===== src/source/kin_pkg.sv =====
package kin_pkg;

	// Word width of every coordinate in the datapath
	parameter int COORD_BITS = 27;

	// Signed fixed point, fraction length set per module
	typedef logic signed [COORD_BITS-1:0] coord_t;

	// Joints per arm, one Jacobian column each
	parameter int NUM_JOINTS = 6;

	// Joint or column index
	typedef logic [2:0] joint_idx_t;

	// Revolute joints rotate about z, prismatic ones slide along it
	typedef enum logic {
		JOINT_REVOLUTE  = 1'b0,
		JOINT_PRISMATIC = 1'b1
	} joint_kind_e;

	// Sequencer state of the engine
	typedef enum logic {
		ENGINE_IDLE  = 1'b0,
		ENGINE_ISSUE = 1'b1
	} engine_state_e;

endpackage


===== src/source/frame_capture.sv =====
module frame_capture (
	input  logic                 i,
	input  logic                 reset,
	input  logic                 frame_valid,
	input  kin_pkg::joint_idx_t  joint,
	input  kin_pkg::joint_kind_e joint_kind,
	input  kin_pkg::coord_t      t_matrix_02,
	input  kin_pkg::coord_t      t_matrix_12,
	input  kin_pkg::coord_t      t_matrix_22,
	input  kin_pkg::coord_t      t_matrix_03,
	input  kin_pkg::coord_t      t_matrix_13,
	input  kin_pkg::coord_t      t_matrix_23,
	input  kin_pkg::coord_t      s_0,
	input  kin_pkg::coord_t      s_1,
	input  kin_pkg::coord_t      s_2,
	input  kin_pkg::joint_idx_t  shadow_sel,
	output logic                 set_ready,
	output kin_pkg::coord_t      shadow_axis_0,
	output kin_pkg::coord_t      shadow_axis_1,
	output kin_pkg::coord_t      shadow_axis_2,
	output kin_pkg::coord_t      shadow_diff_0,
	output kin_pkg::coord_t      shadow_diff_1,
	output kin_pkg::coord_t      shadow_diff_2,
	output kin_pkg::joint_kind_e shadow_kind
);
	import kin_pkg::*;

	localparam int         LAST = NUM_JOINTS - 1;
	localparam joint_idx_t LAST_JOINT = joint_idx_t'(LAST);

	coord_t      in_axis [3];
	coord_t      in_pos [3];
	coord_t      in_s [3];
	logic        last_frame;

	// Joints 0 to 4 wait here, joint 5 goes straight to the shadow bank
	coord_t      work_axis [LAST][3];
	coord_t      work_pos [LAST][3];
	joint_kind_e work_kind [LAST];

	// Stable copy the engine reads while the next set fills in
	coord_t      bank_axis [NUM_JOINTS][3];
	coord_t      bank_diff [NUM_JOINTS][3];
	joint_kind_e bank_kind [NUM_JOINTS];

	// z column and translation column of the incoming transform
	assign in_axis[0] = t_matrix_02;
	assign in_axis[1] = t_matrix_12;
	assign in_axis[2] = t_matrix_22;
	assign in_pos[0]  = t_matrix_03;
	assign in_pos[1]  = t_matrix_13;
	assign in_pos[2]  = t_matrix_23;
	assign in_s[0]    = s_0;
	assign in_s[1]    = s_1;
	assign in_s[2]    = s_2;

	assign last_frame = frame_valid && (joint == LAST_JOINT);

	always_ff @(posedge i) begin
		if (frame_valid && joint != LAST_JOINT) begin
			work_axis[joint] <= in_axis;
			work_pos[joint]  <= in_pos;
			work_kind[joint] <= joint_kind;
		end
	end

	// All six s - p differences in one cycle
	always_ff @(posedge i) begin
		if (last_frame) begin
			for (int j = 0; j < NUM_JOINTS; j++) begin
				for (int c = 0; c < 3; c++) begin
					if (j == LAST) begin
						bank_axis[j][c] <= in_axis[c];
						bank_diff[j][c] <= in_s[c] - in_pos[c];
					end else begin
						bank_axis[j][c] <= work_axis[j][c];
						bank_diff[j][c] <= in_s[c] - work_pos[j][c];
					end
				end
				if (j == LAST) begin
					bank_kind[j] <= joint_kind;
				end else begin
					bank_kind[j] <= work_kind[j];
				end
			end
		end
	end

	always_ff @(posedge i) begin
		if (reset) begin
			set_ready <= 1'b0;
		end else begin
			set_ready <= last_frame;
		end
	end

	// Read port for the engine
	assign shadow_axis_0 = bank_axis[shadow_sel][0];
	assign shadow_axis_1 = bank_axis[shadow_sel][1];
	assign shadow_axis_2 = bank_axis[shadow_sel][2];
	assign shadow_diff_0 = bank_diff[shadow_sel][0];
	assign shadow_diff_1 = bank_diff[shadow_sel][1];
	assign shadow_diff_2 = bank_diff[shadow_sel][2];
	assign shadow_kind   = bank_kind[shadow_sel];

	joint_in_range: assert property (@(posedge i) disable iff (reset)
		frame_valid |-> joint <= LAST_JOINT)
		else $error("frame with joint index %0d out of range", joint);

endmodule


===== config.mk =====
export PLATFORM = sky130hd
export DESIGN_NAME = frame_capture
export DESIGN_NICKNAME = d
export VERILOG_FILES = /design/src/source/kin_pkg.sv /design/src/source/frame_capture.sv
export SDC_FILE = /design/constraint.sdc
export NUM_CORES = 2
export LEC_CHECK = 0
export ABC_AREA = 0
export BUFFER_PORTS_ARGS = -buffer_cell sky130_fd_sc_hd__buf_2
export CAP_MARGIN = 25
export CORE_UTILIZATION = 39
export DETAILED_ROUTE_END_ITERATION = 6
export GPL_TIMING_DRIVEN = 1
export PLACE_DENSITY = 0.59
export RECOVER_POWER = 50
export SYNTH_ARGS = -nofsm -noshare
export SYNTH_HDL_FRONTEND = slang
export SYNTH_SLANG_ARGS = --single-unit

===== constraint.sdc =====
create_clock -name i -period 126.5 [get_ports i]
set_clock_uncertainty 0.05 [all_clocks]
set_input_delay 18.975 -clock i [delete_from_list [all_inputs] [get_ports i]]
set_output_delay 18.975 -clock i [all_outputs]
set_load 0.03 [all_outputs]

# Word-level counts from Yosys, hierarchy flattened

Memory sizes are Yosys's and may differ from the RTL's.
Cells that the tools add are included.

Bitwise gates (word level): 0
Shift-type cells: 0
Div/mod/pow operators: 0
Multiply operators: 0
Order comparisons: 0
$add $sub $neg: 18
Equality and inequality tests: 2
Reduce and logical (&&, ||, !) cells: 2
Multiplexer cells: 4

Operator list:

| cell               | count |
|---|---|
| $sub 27x27->27     | 18 |
| $mux 1             | 4 |
| $eq 3x3->1 const B | 1 |
| $ne 3x3->1 const B | 1 |
| $logic_and 1x1->1  | 2 |

Word-level logic and storage cells: 33
Latch bits: 0
Output and inout port bits: 164
Flip-flop bits (word level): 1
Bits in writable memories: 1,793
Bits in read-only memories: 0
Memories: 6
Input port bits: 253

Memory list:

| name      | words | width | read ports | clocked after Yosys merged registers in | write ports | line                | RTL |
|---|---|---|---|---|---|---|---|
| bank_axis | 6     | 81    | 1          | 0                                       | 6           | frame_capture.sv:42 | `coord_t bank_axis [NUM_JOINTS][3];` |
| bank_diff | 6     | 81    | 1          | 0                                       | 6           | frame_capture.sv:43 | `coord_t bank_diff [NUM_JOINTS][3];` |
| work_axis | 5     | 81    | 5          | 0                                       | 1           | frame_capture.sv:37 | `coord_t work_axis [LAST][3];` |
| work_pos  | 5     | 81    | 5          | 0                                       | 1           | frame_capture.sv:38 | `coord_t work_pos [LAST][3];` |
| bank_kind | 6     | 1     | 1          | 0                                       | 6           | frame_capture.sv:44 | `joint_kind_e bank_kind [NUM_JOINTS];` |
| work_kind | 5     | 1     | 5          | 0                                       | 1           | frame_capture.sv:39 | `joint_kind_e work_kind [LAST];` |

# Depth between registers and ports, before layout

Depth in word-level cells: 4
Gate-level depth with buffers: 13
Gate-level depth less buffers: 13

# Worst setup path after synthesis

No wires, ideal clock.

Path type: input port to flip-flop
Start point: input joint[1]
End point: memory bank_axis[0][0] (netlist bit) (enable)
Data required time: 124.103 ns
Buffers on the path: 0
Data arrival time: 59.561 ns
Stages: 2
Setup slack: 64.543 ns
Library setup time: 2.347 ns
Cell sequence: nand2b_1 > nor2_1

RTL lines:

| item               | line                | RTL |
|---|---|---|
| start: declaration | frame_capture.sv:5  | `input kin_pkg::joint_idx_t joint,` |
| end: declaration   | frame_capture.sv:42 |  |

# Worst setup path in the final report

Start point: input shadow_sel[0]
End point: output shadow_axis_0[15]

Cells in the longest elaborated chain, start to end: 1

Ends and longest elaborated chain:

| item               | line                | RTL |
|---|---|---|
| start: declaration | frame_capture.sv:16 | `input kin_pkg::joint_idx_t shadow_sel,` |
| $mem_v2 6x81       | n/a                 |  |
| end: declaration   | frame_capture.sv:18 | `output kin_pkg::coord_t shadow_axis_0,` |

Every way passes these cells.

==> impl_metrics.env <==
export IMPL_status="complete, but fails checks"
export IMPL_violations="capacitance limit, slew limit"
export IMPL_grt_pass1_wl_um=317600
export IMPL_avgViaCountPerCell=5.305
export IMPL_nets=7457
export IMPL_worst_slew_pin_transition_ns=8.755
export IMPL_drt_iter0_drc=4316
export IMPL_fin_crit_sh_pct=32.52
export IMPL_syn_avg_cell_area_um2=13.81
export IMPL_ys_warnings_count=0
export IMPL_clock_sinks=1794
export IMPL_cp_cell_sequence="buf_8 -> buf_4 -> buf_12 -> mux4_2 -> nor2_1 -> a21oi_1 -> buf_2"
export IMPL_cpPeakStageDelay_ns=0.75
export IMPL_layout_common_cells="edfxtp_1 (1793), inv_1 (608), a21oi_1 (567)"
export IMPL_hpwl_um=150800
export IMPL_critPathMaxFanout=97
export IMPL_grt_overflow_total=0
export IMPL_p_total_mw=1.437
export IMPL_grt_use_total_pct=19.04
export IMPL_rsz0062_at_grt="false"
export IMPL_cts_tree="yes"
export IMPL_routabilityCongestion=0.8975
export IMPL_die_x_um=470.2
export IMPL_syn_to_final_growth_pct=14.23
export IMPL_hold_buffers=0
export IMPL_grt_pass1_vias=50670
export IMPL_numCtsBuffers=195
export IMPL_wl_per_cell_um=21.94
export IMPL_crit_family="buffers and inverters"
export IMPL_post_cts_buffers=0
export IMPL_drt_total_wl_um=214200
export IMPL_cp_num_buf_inv=4
export IMPL_final_util_pct=44.92
export IMPL_synth_fp_nets=6928
export IMPL_ios=417
export IMPL_finalSetupViolations=0
export IMPL_die_h_um=470.2
export IMPL_placed_area_mm2=0.09111
export IMPL_root_buffer="clkbuf_16"
export IMPL_slew_headroom_pct=-483.7
export IMPL_fin_area_mm2=0.09764
export IMPL_drv_cap=12
export IMPL_remaining_drc_errors=0
export IMPL_yosysSeqAreaShare_pct=63.01
export IMPL_grt_max_degree=151
export IMPL_arrival_ns=22.12
export IMPL_place_inst=9372
export IMPL_peakVddDrop_uv=14.01
export IMPL_finalNonFillerCells=9763
export IMPL_hold_path_class="reg2reg"
export IMPL_drv_slew=590
export IMPL_firstDrtPassIters=7
export IMPL_core_mm2=0.2174
export IMPL_crit_slowest_cell="buf_4"
export IMPL_die_area_mm2=0.2211
export IMPL_critPathRequiredTime_ns=107.48
export IMPL_synth_area_mm2=0.08548
export IMPL_cts_htree_levels=4
export IMPL_drive_gt1_share_pct=11.23
export IMPL_hold_viol=0
export IMPL_ys_flop_type="edfxtp_1"
export IMPL_nFillCells=19510
export IMPL_critPathKind="in2out"
export IMPL_vias=51790
export IMPL_antenna_found_initial=50
export IMPL_leakagePower_nw=36.71
export IMPL_clk_pin_slew_ns=0.06
export IMPL_startpoint_type="primary input"
export IMPL_end_kind="output pin"
export IMPL_clk_latency_ns=0.85
export IMPL_fin_tns_setup_ns=0
export IMPL_ys_types=85
export IMPL_ctsResizeCount=0
export IMPL_postRouteAntennaNets=0
export IMPL_numPortBuffers=416
export IMPL_synth_seq_cells=1794
export IMPL_rows=171
export IMPL_syn_inst=6189
export IMPL_synthArstFlopShare_pct=0
export IMPL_synth_edff_count=1793
export IMPL_initial_core_util_pct=39.32
export IMPL_fin_crit_ns=41.14
export IMPL_max_freq_mhz=24.31
export IMPL_final_common_cell="edfxtp_1"
export IMPL_p_per_area_mw_per_mm2=14.72
export IMPL_cts_buffer_depth=3
[stage by stage]
step           hold WS, ns  setup WS, ns
2_1_floorplan       0.3503         64.54
3_3_place_gp        0.3502         85.21
3_5_place_dp        0.3545         85.18
4_1_cts             0.3514         85.17
5_1_grt             0.3604         85.11
6_report            0.3568         85.36
[cells by family after synthesis]
kind of cell,Yosys count,share of synthesized area (%)
AOI/OAI and AO/OA,1394,10.27
xor gates and xnor gates,427,4.375
buffers and inverters,746,3.279
and+or+nand+nor,1012,5.545
adders and majority gates,486,7.272
DFF,1794,63.01
muxes,330,6.250
[flip-flops by register name, indices dropped and copies added (netlist names)]
name,count
bank_axis,486
bank_diff,486
work_axis,405
work_pos,405
bank_kind,6
work_kind,5
set_ready,1
[final timing paths]
kind                                        from                 to  slack, ns  cells after the start
worst max register to register    work_pos[2][0]   bank_diff[2][26]     122.38                     12
worst min register to register  work_axis[4][62]   bank_axis[4][62]       0.36                      0
worst min-delay path            work_axis[4][62]   bank_axis[4][62]       0.36                      0
worst max-delay path               shadow_sel[0]  shadow_axis_0[15]      85.36                      7
[report_power, final]
part / switching, mW / leakage (nW) / total [mW] / internal, mW
Clock: 0.246 / 3.22 / 0.589 / 0.343
Combinational: 0.107 / 17.2 / 0.168 / 0.0608
Sequential: 0.00369 / 16.3 / 0.680 / 0.677
Total: 0.357 / 36.7 / 1.44 / 1.08
[cell type report]
class                   instances  area, µm²  area share [%]
diodes                         23      57.56         0.05895
clock buffers                 233       5086           5.209
clock inverters               132       1623           1.662
inverters                     608       2282           2.337
multi-input cells            3649      28810           29.51
flip-flops and latches       1794      53860           55.16
well taps                    2854       3571           3.657
repair buffers                470       2347           2.404
[synthesized netlist by cell type, types with 9 or more instances]
library cell | number | area, µm²
edfxtp_1 | 1793 | 53840
inv_1 | 608 | 2282
a21oi_1 | 567 | 2838
ha_1 | 468 | 5856
nor2_1 | 405 | 1520
xnor2_1 | 288 | 2522
a21o_1 | 213 | 1599
nand2_1 | 197 | 739.5
mux2i_1 | 167 | 1672
mux4_2 | 163 | 3671
o21ai_0 | 146 | 730.7
xor2_1 | 139 | 1217
clkbuf_1 | 98 | 367.9
nand3_1 | 77 | 385.4
o21bai_1 | 72 | 540.5
nor3_1 | 61 | 305.3
o21ai_1 | 61 | 305.3
nor2b_1 | 59 | 369.1
o21a_1 | 52 | 390.4
nand4_1 | 51 | 319.1
nand2b_1 | 50 | 312.8
a211oi_1 | 43 | 322.8
a31oi_1 | 41 | 256.5
buf_1 | 38 | 142.6
and3_1 | 23 | 143.9
o211ai_1 | 20 | 150.1
or3_1 | 20 | 125.1
o31ai_1 | 19 | 142.6
fa_1 | 18 | 360.4
and2_1 | 13 | 81.33
a2111oi_0 | 12 | 105.1
a221oi_1 | 12 | 105.1
a211o_1 | 11 | 96.34
o2111ai_1 | 11 | 96.34
o31a_1 | 11 | 96.34
a41oi_1 | 9 | 78.83
and4_1 | 9 | 78.83
[layer usage]
| layer | global-route usage (%) | up-vias | routed length [µm] |
|---|---|---|---|
| li1 | - | 24390 | - |
| met1 | 26.42 | 25450 | 95870 |
| met2 | 30.08 | 1573 | 97710 |
| met3 | 3.324 | 361 | 13630 |
| met4 | 6.520 | 18 | 6858 |
| met5 | 0 | - | 119 |
No activity file was read; power rests on OpenSTA's default activity.
